===== config.mk =====
export PLATFORM = sky130hd
export DESIGN_NAME = standard_decimator
export DESIGN_NICKNAME = d
export VERILOG_FILES = /design/src/rtl/decimator_pkg.sv /design/src/rtl/channel_decode.sv /design/src/rtl/channel_accumulator.sv /design/src/rtl/average_output.sv /design/src/rtl/standard_decimator.sv
export SDC_FILE = /design/constraint.sdc
export NUM_CORES = 1
export LEC_CHECK = 0
export BUFFER_PORTS_ARGS = -buffer_cell sky130_fd_sc_hd__clkbuf_2
export CAP_MARGIN = 20
export CORE_MARGIN = 1.5
export CORE_UTILIZATION = 24
export CTS_CLUSTER_DIAMETER = 120
export CTS_CLUSTER_SIZE = 25
export DETAILED_ROUTE_END_ITERATION = 8
export HOLD_SLACK_MARGIN = 0.12
export SYNTH_ARGS = -nofsm -noshare
export SYNTH_HDL_FRONTEND = slang
export SYNTH_SLANG_ARGS = --single-unit

===== constraint.sdc =====
create_clock -name clock -period 52.9 [get_ports clock]
set_input_delay 5.29 -clock clock [delete_from_list [all_inputs] [get_ports clock]]
set_output_delay 5.29 -clock clock [all_outputs]
set_load 0.02 [all_outputs]

===== src/rtl/decimator_pkg.sv =====
// Multichannel averaging decimator shared definitions
// Sample, tag and accumulator widths, channel count and ratio limits
// Used by every RTL stage and by the testbench reference model

package decimator_pkg;

    // Width of one input and output sample
    localparam int data_width = 16;

    // Width of the destination tag carried with each sample
    localparam int dest_width = 8;

    // Active channels, tags at or above this are dropped
    localparam int n_channels = 4;

    // Bits needed to index one active channel
    localparam int chan_width = 2;

    // Width of the decimation ratio input
    localparam int ratio_width = 4;

    // Smallest usable ratio, a zero request is raised to this
    localparam int min_ratio = 1;

    // Running sum width
    // 15 full-scale samples need 4 extra bits above the sample width
    localparam int sum_width = data_width + ratio_width;

endpackage


===== src/rtl/channel_decode.sv =====
// Decoder stage of the averaging decimator
// Filters samples by channel tag and registers the accepted ones
// Holds the clamped decimation ratio and flags every change of it

module channel_decode (
    input  logic                                  clock,
    input  logic                                  rst_n,
    input  logic                                  in_valid,
    input  logic [decimator_pkg::data_width-1:0]  in_data,
    input  logic [decimator_pkg::dest_width-1:0]  in_dest,
    input  logic [decimator_pkg::ratio_width-1:0] decimation_ratio,
    output logic                                  dec_valid,
    output logic [decimator_pkg::data_width-1:0]  dec_sample,
    output logic [decimator_pkg::chan_width-1:0]  dec_chan,
    output logic [decimator_pkg::ratio_width-1:0] ratio_q,
    output logic                                  flush
);
    import decimator_pkg::*;

    logic                   chan_ok;
    logic [ratio_width-1:0] ratio_clamped;

    always_comb begin
        // Only the low channel tags are served
        chan_ok = (in_dest < dest_width'(n_channels));
        // A zero ratio would never close a block
        if (decimation_ratio == '0) begin
            ratio_clamped = ratio_width'(min_ratio);
        end else begin
            ratio_clamped = decimation_ratio;
        end
    end

    // Sample strobe
    always_ff @(posedge clock or negedge rst_n) begin
        if (!rst_n) begin
            dec_valid <= 1'b0;
        end else begin
            dec_valid <= in_valid && chan_ok;
        end
    end

    // Payload only moves with an accepted sample
    always_ff @(posedge clock) begin
        if (in_valid && chan_ok) begin
            dec_sample <= in_data;
            dec_chan   <= in_dest[chan_width-1:0];
        end
    end

    // Ratio tracking
    // Stored ratio starts at zero so the first real value flushes
    always_ff @(posedge clock or negedge rst_n) begin
        if (!rst_n) begin
            ratio_q <= '0;
            flush   <= 1'b0;
        end else begin
            ratio_q <= ratio_clamped;
            flush   <= (ratio_clamped != ratio_q);
        end
    end

    // Upstream must leave a gap around ratio changes
    // otherwise a sample lands in the same cycle as the flush and is lost
    a_no_sample_on_flush: assert property (
        @(posedge clock) disable iff (!rst_n)
        !(dec_valid && flush)
    );

endmodule


===== src/rtl/channel_accumulator.sv =====
// Accumulator stage of the averaging decimator
// Keeps one running sum and one sample count per channel
// Releases a block sum, its channel and its ratio when the count
// reaches the decimation ratio, then restarts that channel
// A flush discards every partial block

module channel_accumulator (
    input  logic                                      clock,
    input  logic                                      rst_n,
    input  logic                                      dec_valid,
    input  logic [decimator_pkg::data_width-1:0]      dec_sample,
    input  logic [decimator_pkg::chan_width-1:0]      dec_chan,
    input  logic [decimator_pkg::ratio_width-1:0]     ratio_q,
    input  logic                                      flush,
    output logic                                      blk_valid,
    output logic signed [decimator_pkg::sum_width-1:0] blk_sum,
    output logic [decimator_pkg::chan_width-1:0]      blk_chan,
    output logic [decimator_pkg::ratio_width-1:0]     blk_ratio
);
    import decimator_pkg::*;

    // Per channel state
    logic signed [sum_width-1:0]   sum_q [n_channels];
    logic        [ratio_width-1:0] cnt_q [n_channels];

    logic signed [sum_width-1:0]   sample_ext;
    logic signed [sum_width-1:0]   sum_next;
    logic        [ratio_width-1:0] cnt_next;
    logic                          blk_done;

    always_comb begin
        // Sign extend the sample to the accumulator width
        sample_ext = {{(sum_width - data_width){dec_sample[data_width-1]}}, dec_sample};
        sum_next   = sum_q[dec_chan] + sample_ext;
        // Count after this sample is added
        cnt_next   = cnt_q[dec_chan] + ratio_width'(1);
        // Flush wins over a sample in the same cycle
        blk_done   = dec_valid && !flush && (cnt_next >= ratio_q);
    end

    // Sums and counts
    always_ff @(posedge clock or negedge rst_n) begin
        if (!rst_n) begin
            for (int i = 0; i < n_channels; i++) begin
                sum_q[i] <= '0;
                cnt_q[i] <= '0;
            end
        end else if (flush) begin
            // Ratio changed so every partial block is void
            for (int i = 0; i < n_channels; i++) begin
                sum_q[i] <= '0;
                cnt_q[i] <= '0;
            end
        end else if (dec_valid) begin
            if (blk_done) begin
                // Block closes and the channel restarts from zero
                sum_q[dec_chan] <= '0;
                cnt_q[dec_chan] <= '0;
            end else begin
                sum_q[dec_chan] <= sum_next;
                cnt_q[dec_chan] <= cnt_next;
            end
        end
    end

    // Block strobe
    always_ff @(posedge clock or negedge rst_n) begin
        if (!rst_n) begin
            blk_valid <= 1'b0;
        end else begin
            blk_valid <= blk_done;
        end
    end

    // Block payload
    // the ratio travels along so the divider uses the one that built the sum
    always_ff @(posedge clock) begin
        if (blk_done) begin
            blk_sum   <= sum_next;
            blk_chan  <= dec_chan;
            blk_ratio <= ratio_q;
        end
    end

    // Counts stay within the ratio; a lower ratio arrives
    // together with the flush from the decode stage
    for (genvar g = 0; g < n_channels; g++) begin : g_cnt_chk
        a_cnt_limit: assert property (
            @(posedge clock) disable iff (!rst_n)
            !flush |-> (cnt_q[g] <= ratio_q)
        );
    end

endmodule


===== src/rtl/average_output.sv =====
// Output stage of the averaging decimator
// Divides a finished block sum by its ratio, truncating toward zero,
// and registers the averaged sample with its destination tag

module average_output (
    input  logic                                       clock,
    input  logic                                       rst_n,
    input  logic                                       blk_valid,
    input  logic signed [decimator_pkg::sum_width-1:0] blk_sum,
    input  logic [decimator_pkg::chan_width-1:0]       blk_chan,
    input  logic [decimator_pkg::ratio_width-1:0]      blk_ratio,
    output logic                                       out_valid,
    output logic [decimator_pkg::data_width-1:0]       out_data,
    output logic [decimator_pkg::dest_width-1:0]       out_dest
);
    import decimator_pkg::*;

    logic signed [sum_width-1:0] divisor;
    logic signed [sum_width-1:0] quotient;

    always_comb begin
        // Ratio as a positive signed operand
        divisor  = {{(sum_width - ratio_width){1'b0}}, blk_ratio};
        // Signed division truncates toward zero
        quotient = blk_sum / divisor;
    end

    // Output strobe, one pulse per block
    always_ff @(posedge clock or negedge rst_n) begin
        if (!rst_n) begin
            out_valid <= 1'b0;
        end else begin
            out_valid <= blk_valid;
        end
    end

    // Mean of data_width samples always fits data_width
    always_ff @(posedge clock) begin
        if (blk_valid) begin
            out_data <= quotient[data_width-1:0];
            out_dest <= {{(dest_width - chan_width){1'b0}}, blk_chan};
        end
    end

    // Decode clamps zero requests, so a block never carries ratio zero
    a_ratio_nonzero: assert property (
        @(posedge clock) disable iff (!rst_n)
        blk_valid |-> (blk_ratio != '0)
    );

endmodule


===== src/rtl/standard_decimator.sv =====
// Multichannel averaging decimator top level
// Decode, accumulate and divide stages in a three cycle pipeline
// One averaged sample per channel for every ratio input samples

module standard_decimator (
    input  logic                                  clock,
    input  logic                                  rst_n,
    input  logic                                  in_valid,
    input  logic [decimator_pkg::data_width-1:0]  in_data,
    input  logic [decimator_pkg::dest_width-1:0]  in_dest,
    input  logic [decimator_pkg::ratio_width-1:0] decimation_ratio,
    output logic                                  out_valid,
    output logic [decimator_pkg::data_width-1:0]  out_data,
    output logic [decimator_pkg::dest_width-1:0]  out_dest
);
    import decimator_pkg::*;

    // Decode to accumulator
    logic                    dec_valid;
    logic [data_width-1:0]   dec_sample;
    logic [chan_width-1:0]   dec_chan;
    logic [ratio_width-1:0]  ratio_q;
    logic                    flush;

    // Accumulator to divider
    logic                        blk_valid;
    logic signed [sum_width-1:0] blk_sum;
    logic [chan_width-1:0]       blk_chan;
    logic [ratio_width-1:0]      blk_ratio;

    channel_decode u_decode (
        .clock            (clock),
        .rst_n            (rst_n),
        .in_valid         (in_valid),
        .in_data          (in_data),
        .in_dest          (in_dest),
        .decimation_ratio (decimation_ratio),
        .dec_valid        (dec_valid),
        .dec_sample       (dec_sample),
        .dec_chan         (dec_chan),
        .ratio_q          (ratio_q),
        .flush            (flush)
    );

    channel_accumulator u_accumulator (
        .clock      (clock),
        .rst_n      (rst_n),
        .dec_valid  (dec_valid),
        .dec_sample (dec_sample),
        .dec_chan   (dec_chan),
        .ratio_q    (ratio_q),
        .flush      (flush),
        .blk_valid  (blk_valid),
        .blk_sum    (blk_sum),
        .blk_chan   (blk_chan),
        .blk_ratio  (blk_ratio)
    );

    average_output u_output (
        .clock     (clock),
        .rst_n     (rst_n),
        .blk_valid (blk_valid),
        .blk_sum   (blk_sum),
        .blk_chan  (blk_chan),
        .blk_ratio (blk_ratio),
        .out_valid (out_valid),
        .out_data  (out_data),
        .out_dest  (out_dest)
    );

endmodule


==> results.md, run 1 <==
* Outcome: complete, no violations
* Power Density at 16.4 nW/µm²
* Asr flop ratio synth at 62.7%
* Largest net degree at the start of global routing at 75
* Number of cells upsized or downsized after cts at 0
* Die H at ~260 µm
* Clock buffer count from CTS at 17
* Unrepaired setup endpoints after global routing: false
* CTS tree: built
* Number of global-route vias before repair at approximately 14k
* Clk sinks at ~170
* Cell area after synthesis at roughly 15000 µm²
* Fill cell count at 6739
* HPWL Detailed at 34.8 mm
* Global router's overall resource usage at between 10% and 20%
* Avg Vias per Cell at 5.26
* Area Overhead vs Synth at 11.2%
* First-pass GRT wire length at between 70 and 80 mm
* Slew HR at between 30 and 40%
* Minimum setup slack among reg-to-reg paths at 5.40 ns
* Starting Density at approximately a quarter
* Clk_skew at about 0.017 ns
* Io pins at 56
* Number of synthesized flops with an enable pin at 62
* Leak at ~6.5 nW
* Max frequency at about 0.021 GHz
* CORE AREA at 63400 µm²
* Reg clk slew, reported paths at approximately 0.070 ns
* Max Fanout on Critical Path at 17
* CP dominant cell by count: o21a_1
* Commonest non-fill, non-tap cell in the layout: nor2_1
* Die W at 257 µm
* Clock Latency Late Sink at roughly 0.47 ns
* WP data required at 53.11 ns
* Most frequent cells in the layout: 198 x nor2_1, 187 x nand2_1, 174 x a21oi_1, 103 x dfrtp_1, 101 x ha_1
* Setup TNS at 0 ns
* Row Count at approximately 90
* Final hold viol count at 0
* Root buffer cell: clkbuf_16
* Grt total ovfl at 0
* Endpoints failing setup at 0
* Type of the most critical hold path: flop to flop
* VDD IR max at around 0.000024 V
* Total Wirelength at roughly 46 mm
* Pins Over Slew Limit at 0
* # Post-CTS Setup Buffers at 0
* Mapped Cells at ~1.8k
* Critical Path Sink Type: flop
* Hold Slack at around 0.45 ns
* Crit-path max cell delay at roughly 0.76 ns
* Register area share after synthesis at just under 30%
* DRC viols at 0
* Worst setup SP type: flop
* Crit path time final at around 47 ns
* Clock Path Buffers at 2
* FF+latch count, synth at approximately 170
* Hold buffer count at CTS at 0
* Crit-path slowest cell: nor4_4
* DIE AREA at about 66000 µm²
* Fin crit share at about 90%
* Yosys warns at 0
* Critical path type: flop to flop
* Pre-Repair DR Iteration Count at 5
* Synth Flop Type: dfrtp_1
* Share of layout cells above drive strength 1 at around 11%
* Final core occ at 27.2%
* Netlist cell types at 106
* Worst Tran Pin Value at a little under 1 ns
* Starting DRT DRC Count at 957
* Via count at 14.3k
* Drt wl/cell at 17.0 µm
* Crit path DAT at 47.70 ns
* Final net count at 1987
* Port-buffer cells at between 40 and 50
* Placer Congestion at approximately 0.92
* Syn avg cell area at 8.42 µm²
* # Max-Cap Violations at 0
* Final ANT Viol Nets at 0
* Antenna violations before repair at 0
* H-tree depth at 4
-- sequential cells by signal (all words and copies together), names as in the netlist, 2 cells and up --
name	count
u_output.out_dest	2
u_accumulator.sum_q	80
u_accumulator.blk_sum	20
u_output.out_data	16
u_decode.dec_chan	2
u_accumulator.blk_ratio	4
u_decode.ratio_q	4
u_accumulator.cnt_q	16
u_accumulator.blk_chan	2
u_decode.dec_sample	16
-- power breakdown --
part / total (mW) / switching [mW] / internal, mW
sequential: 0.134 / 0.000880 / 0.133
combinational: 0.0166 / 0.0113 / 0.00533
clock: 0.132 / 0.0630 / 0.0687
-- routing by layer --
layer	share of wire (%)	vias to the layer above	track usage, %
li1	-	6901	-
met1	46	6921	18.8
met2	47	395	22.6
met3	5.1	49	2.25
met4	1.8	0	3.89
met5	0	-	0
-- cells in the mapped netlist (10+ instances only) --
master / count / area share (%)
buf_4: 10 / 0.48
o21ai_0: 77 / 2.5
a31oi_1: 15 / 0.61
a21oi_1: 174 / 5.6
nor2b_1: 16 / 0.65
o211ai_1: 24 / 1.2
o31ai_1: 22 / 1.1
o21a_1: 39 / 1.9
clkbuf_1: 48 / 1.2
a21o_1: 22 / 1.1
nand2_1: 187 / 4.5
mux2i_1: 18 / 1.2
inv_1: 55 / 1.3
dfrtp_1: 104 / 17
or3_1: 23 / 0.93
and3_1: 12 / 0.48
nor3_1: 61 / 2.0
nand2b_1: 23 / 0.93
or2_2: 23 / 0.93
and2_1: 38 / 1.5
xnor2_1: 74 / 4.2
o21bai_1: 22 / 1.1
nand3_1: 41 / 1.3
xor2_1: 24 / 1.4
mux4_2: 24 / 3.5
ha_1: 101 / 8.2
nor2_1: 199 / 4.8
nand3b_1: 10 / 0.48
mux2_2: 13 / 0.95
nor4_1: 18 / 0.73
edfxtp_1: 62 / 12
a22oi_1: 20 / 0.97
nand4_1: 22 / 0.89
o21ai_1: 12 / 0.39
-- per-stage QoR --
step           setup slack (ns)  power, mW  instances  cell area [µm²]
6_report                   5.40      0.282       2714            17200
3_3_place_gp               7.56      0.153       2680            16600
5_1_grt                    1.09      0.293       2713            17200
3_5_place_dp               6.08      0.153       2680            16600
2_1_floorplan             12.49      0.148       1845            15500
4_1_cts                    5.86      0.287       2712            17200
-- final cells by class --
cell class	instances	area, µm²	area share [%]
clock buffer	19	475	2.76
antenna	1	2.50	0.0145
clock inverter	13	146	0.850
multi-input combinational	1545	10500	60.9
timing repair buffer	67	380	2.21
inverter	57	214	1.24
tap	846	1060	6.14
sequential	166	4470	25.9
-- kinds of logic after synthesis --
kind of cell / count (synthesis) / share of synthesized area (%)
fa+ha+maj: 103 / 8.35
xor+xnor: 99 / 5.65
simple gates: 729 / 23.7
buf+inv: 134 / 3.70
compound gates: 550 / 23.8
mux: 58 / 5.91
flops: 166 / 28.8
other cells: 1 / 0.0242
-- path summary, 6_finish.rpt --
check,depth (start not counted),to,startpoint
setup / recovery,181,u_output.out_data[12]$_DFFE_PP_,u_accumulator.blk_sum[10]$_DFFE_PP_
hold / removal,0,u_output.out_dest[1]$_DFFE_PP_,u_accumulator.blk_chan[1]$_DFFE_PP_
setup reg to reg,181,u_output.out_data[12]$_DFFE_PP_,u_accumulator.blk_sum[10]$_DFFE_PP_
hold reg to reg,0,u_output.out_dest[1]$_DFFE_PP_,u_accumulator.blk_chan[1]$_DFFE_PP_
max in group asynchronous,2,u_accumulator.sum_q[26]$_DFFE_PN0P_,rst_n
min in group asynchronous,1,u_accumulator.cnt_q[9]$_DFFE_PN0P_,rst_n
-- worst max-delay path: cells and delay by family, from the launching register on --
| family | cells | cell delay, ns |
|---|---|---|
| AO/OA/AOI/OAI | 87 | 20.12 |
| XOR/XNOR | 1 | 0.11 |
| adder cells (fa/ha/maj) | 21 | 6.03 |
| buffers and inverters | 4 | 0.32 |
| flip-flops | 1 | 0.47 |
| multiplexers | 5 | 1.51 |
| AND/OR/NAND/NOR | 63 | 18.55 |
(Power assumes the default switching activity.)
==> inputs of run 2 (changes only) <==
--- a/config.mk
+++ b/config.mk
@@ -7,12 +7,16 @@
 export LEC_CHECK = 0
 export BUFFER_PORTS_ARGS = -buffer_cell sky130_fd_sc_hd__clkbuf_2
 export CAP_MARGIN = 20
+export CELL_PAD_IN_SITES_DETAIL_PLACEMENT = 1
+export CELL_PAD_IN_SITES_GLOBAL_PLACEMENT = 1
 export CORE_MARGIN = 1.5
 export CORE_UTILIZATION = 24
 export CTS_CLUSTER_DIAMETER = 120
 export CTS_CLUSTER_SIZE = 25
 export DETAILED_ROUTE_END_ITERATION = 8
 export HOLD_SLACK_MARGIN = 0.12
+export PLACE_DENSITY_LB_ADDON = 0.1
+export SKIP_CTS_REPAIR_TIMING = 1
 export SYNTH_ARGS = -nofsm -noshare
 export SYNTH_HDL_FRONTEND = slang
 export SYNTH_SLANG_ARGS = --single-unit
==> run 2 against run 1 <==
  * Utilization barely moved
  * Largest cell class unchanged
  * Via count shrank 1.1%
  * Count of clock-buffer cells in the layout down 2
  * Wire length grew 22%
  * Clock power up 5%
==> results.md, run 2 (synthesis gave the netlist of run 1 again) <==
* Antenna cells at 0 (-1)
* Most frequent cells in the layout: 198 x nor2_1, 183 x nand2_1, 174 x a21oi_1, 102 x dfrtp_1, 101 x ha_1
* Grt total ovfl at 0 (unchanged)
* Hold Crit Depth at 0 (unchanged)
* Crit path time final at 47.80 ns (+0.306 ns)
* WP data required at 53.14 ns (+0.03 ns)
* Minimum setup slack among reg-to-reg paths at 5.10 ns (-0.31 ns)
* Number of global-route vias before repair at 14.8k (+9.1%)
* Power Density at 16.9 nW/µm² (+3.1%)
* Hold Slack at 0.438 ns (-0.00952 ns)
* Starting Density at 24.4% (unchanged)
* Setup TNS at 0 ns (unchanged)
* Pre-Repair DR Iteration Count at 5 (unchanged)
* Row Count at 92 (unchanged)
* Fin worst setup slack at 5.10 ns (-0.306 ns)
* Top flop regs: u_accumulator.sum_q: 80 flops, u_accumulator.blk_sum: 20 flops
* Unrepaired setup endpoints after global routing: false
* Avg Vias per Cell at 5.21 (-0.95%)
* VDD IR max at 0.0000247 V (+2.8%)
* Crit-path max cell delay at 0.66 ns (-0.10 ns)
* Critical Path Sink Type: flop
* Clk_skew at 0.0228 ns (+0.00543 ns)
* Clock Latency Late Sink at 0.48 ns (about the same)
* Max reg flops at 80 (unchanged)
* Crit-path leading delay family: compound AO/OA/AOI/OAI gates
* Placer Congestion at 0.811 (-12%)
* Worst setup SP type: flop
* Setup WS pre-CTS at 5.16 ns (-0.916 ns)
* HPWL Detailed at 42.6 mm (+22%)
* Critical hold path startpoint: u_accumulator.blk_chan[1]$_DFFE_PP_
* Max Fanout on Critical Path at 17 (unchanged)
* Final hold viol count at 0 (unchanged)
* CP dominant cell by count: o21a_1
* Port-buffer cells at 49 (unchanged)
* Root buffer cell: clkbuf_16
* Pins Over Slew Limit at 0 (unchanged)
* DIE AREA at 66100 µm² (unchanged)
* Fill cell count at 7439 (+10%)
* Antenna violations before repair at 0 (unchanged)
* WHS Endpoint: u_output.out_dest[1]$_DFFE_PP_
* Commonest non-fill, non-tap cell in the layout: nor2_1
* Clock Path Buffers at 2 (unchanged)
* Die H at 257 µm (unchanged)
* WP depth at 183 (+1.1%)
* Final ANT Viol Nets at 0 (unchanged)
* Slew HR at 31.2% (-4.6 points)
* Die W at 257 µm (unchanged)
* Share of layout cells above drive strength 1 at 11.3% (+0.17 points)
* Max frequency at 0.0209 GHz (-0.64%)
* DRC viols at 0 (unchanged)
* Reg clk slew, reported paths at 0.09 ns (+0.02 ns)
* Via count at 14.1k (-1.1%)
* Drt wl/cell at 20.7 µm (+22%)
* CORE AREA at 63400 µm² (unchanged)
* Io pins at 56 (unchanged)
* Area Overhead vs Synth at 11.2% (about the same)
* Largest net degree at the start of global routing at 79 (+5.3%)
* Type of the most critical hold path: flop to flop
* Starting DRT DRC Count at 627 (-34%)
* Worst Tran Pin Value at 1.03 ns (+0.0690 ns)
* Fin crit share at 90.4% (+0.58 points)
* H-tree depth at 4 (unchanged)
* Total Wirelength at 56.1 mm (+22%)
* Outcome: complete, no violations
* CTS tree: built
* Critical path type: flop to flop
* Crit path DAT at 48.04 ns (+0.34 ns)
* Global router's overall resource usage at 17.1% (+3.3 points)
* Clock buffer count from CTS at 17 (unchanged)
* R2R depth at 183 (+1.1%)
* Clk sinks at 166 (unchanged)
* Top reg by flops: u_accumulator.sum_q
* Leak at 6.53 nW (-0.15%)
* Crit-path slowest cell: or3_1
* Crit Reg-Reg Endpoint: u_output.out_data[12]$_DFFE_PP_
* R2R Path Start: u_accumulator.blk_sum[8]$_DFFE_PP_
* First-pass GRT wire length at 88.1 mm (+19%)
* Final net count at 1985 (-0.10%)
* Endpoints failing setup at 0 (unchanged)
* # Max-Cap Violations at 0 (unchanged)
* WP buf/inv at 5 (+1)
## run 2: changes by cell type in the layout (fill, tap and decap cells not counted), moves of 2 or more
| cell | delta |
|---|---|
| nand2_1 | -4 |
| nand2_2 | +4 |
| bufinv_16 | +2 |
| clkbuf_16 | -2 |
| clkinvlp_4 | +2 |
## run 2: power breakdown
| part | internal [mW] | switching (mW) |
|---|---|---|
| sequential | 0.133 | 0.000759 |
| clock | 0.0724 | 0.0670 |
| combinational | 0.00535 | 0.0123 |
| total | 0.211 | 0.0800 |
## run 2: per-stage QoR
step | util [%] | power (mW) | instances | cell area, µm²
5_1_grt | 27.2 | 0.303 | 2711 | 17200
3_5_place_dp | 26.2 | 0.155 | 2679 | 16600
3_3_place_gp | 26.2 | 0.155 | 2679 | 16600
4_1_cts | 27.2 | 0.297 | 2711 | 17200
6_report | 27.2 | 0.291 | 2711 | 17200
2_1_floorplan | - | 0.148 | 1845 | 15500
## run 2: how the worst max path moves through the flow
| stage | startpoint | to | slack (ns) |
|---|---|---|---|
| 6_report | u_accumulator.blk_sum[8]$_DFFE_PP_ | u_output.out_data[12]$_DFFE_PP_ | 5.10 |
| 5_1_grt | u_accumulator.blk_sum[8]$_DFFE_PP_ | u_output.out_data[12]$_DFFE_PP_ | 0.49 |
| 4_1_cts | u_accumulator.blk_sum[10]$_DFFE_PP_ | u_output.out_data[12]$_DFFE_PP_ | 4.98 |
| 3_5_place_dp | u_accumulator.blk_sum[10]$_DFFE_PP_ | u_output.out_data[12]$_DFFE_PP_ | 5.16 |
| 3_3_place_gp | u_accumulator.blk_sum[10]$_DFFE_PP_ | u_output.out_data[12]$_DFFE_PP_ | 6.67 |
| 2_1_floorplan | u_accumulator.blk_sum[10]$_DFFE_PP_ | u_output.out_data[12]$_DFFE_PP_ | 12.49 |
## run 2: worst register-to-register path, delay by kind of cell, from the launching register on
family / cells / cell delay, ns
XOR/XNOR: 1 / 0.09
buffers and inverters: 5 / 0.57
AND/OR/NAND/NOR: 64 / 18.49
multiplexers: 5 / 1.51
adder cells (fa/ha/maj): 21 / 6.04
flip-flops: 1 / 0.52
AO/OA/AOI/OAI: 87 / 20.32
## run 2: final cells by class
class | instances | area, µm² | share of cell area [%]
clock inverters | 15 | 203 | 1.18
flip-flops and latches | 166 | 4470 | 25.9
well taps | 846 | 1060 | 6.14
inverters | 57 | 214 | 1.24
repair buffers | 65 | 368 | 2.13
clock buffers | 17 | 425 | 2.47
multi-input cells | 1545 | 10500 | 60.9
## run 2: metal layers
layer	up-vias	part of all wire [%]	track usage (%)
met5	-	0	0
met2	133	49	29.7
li1	6877	-	-
met1	7067	48	22.6
met4	0	1.2	3.81
met3	38	1.7	2.07
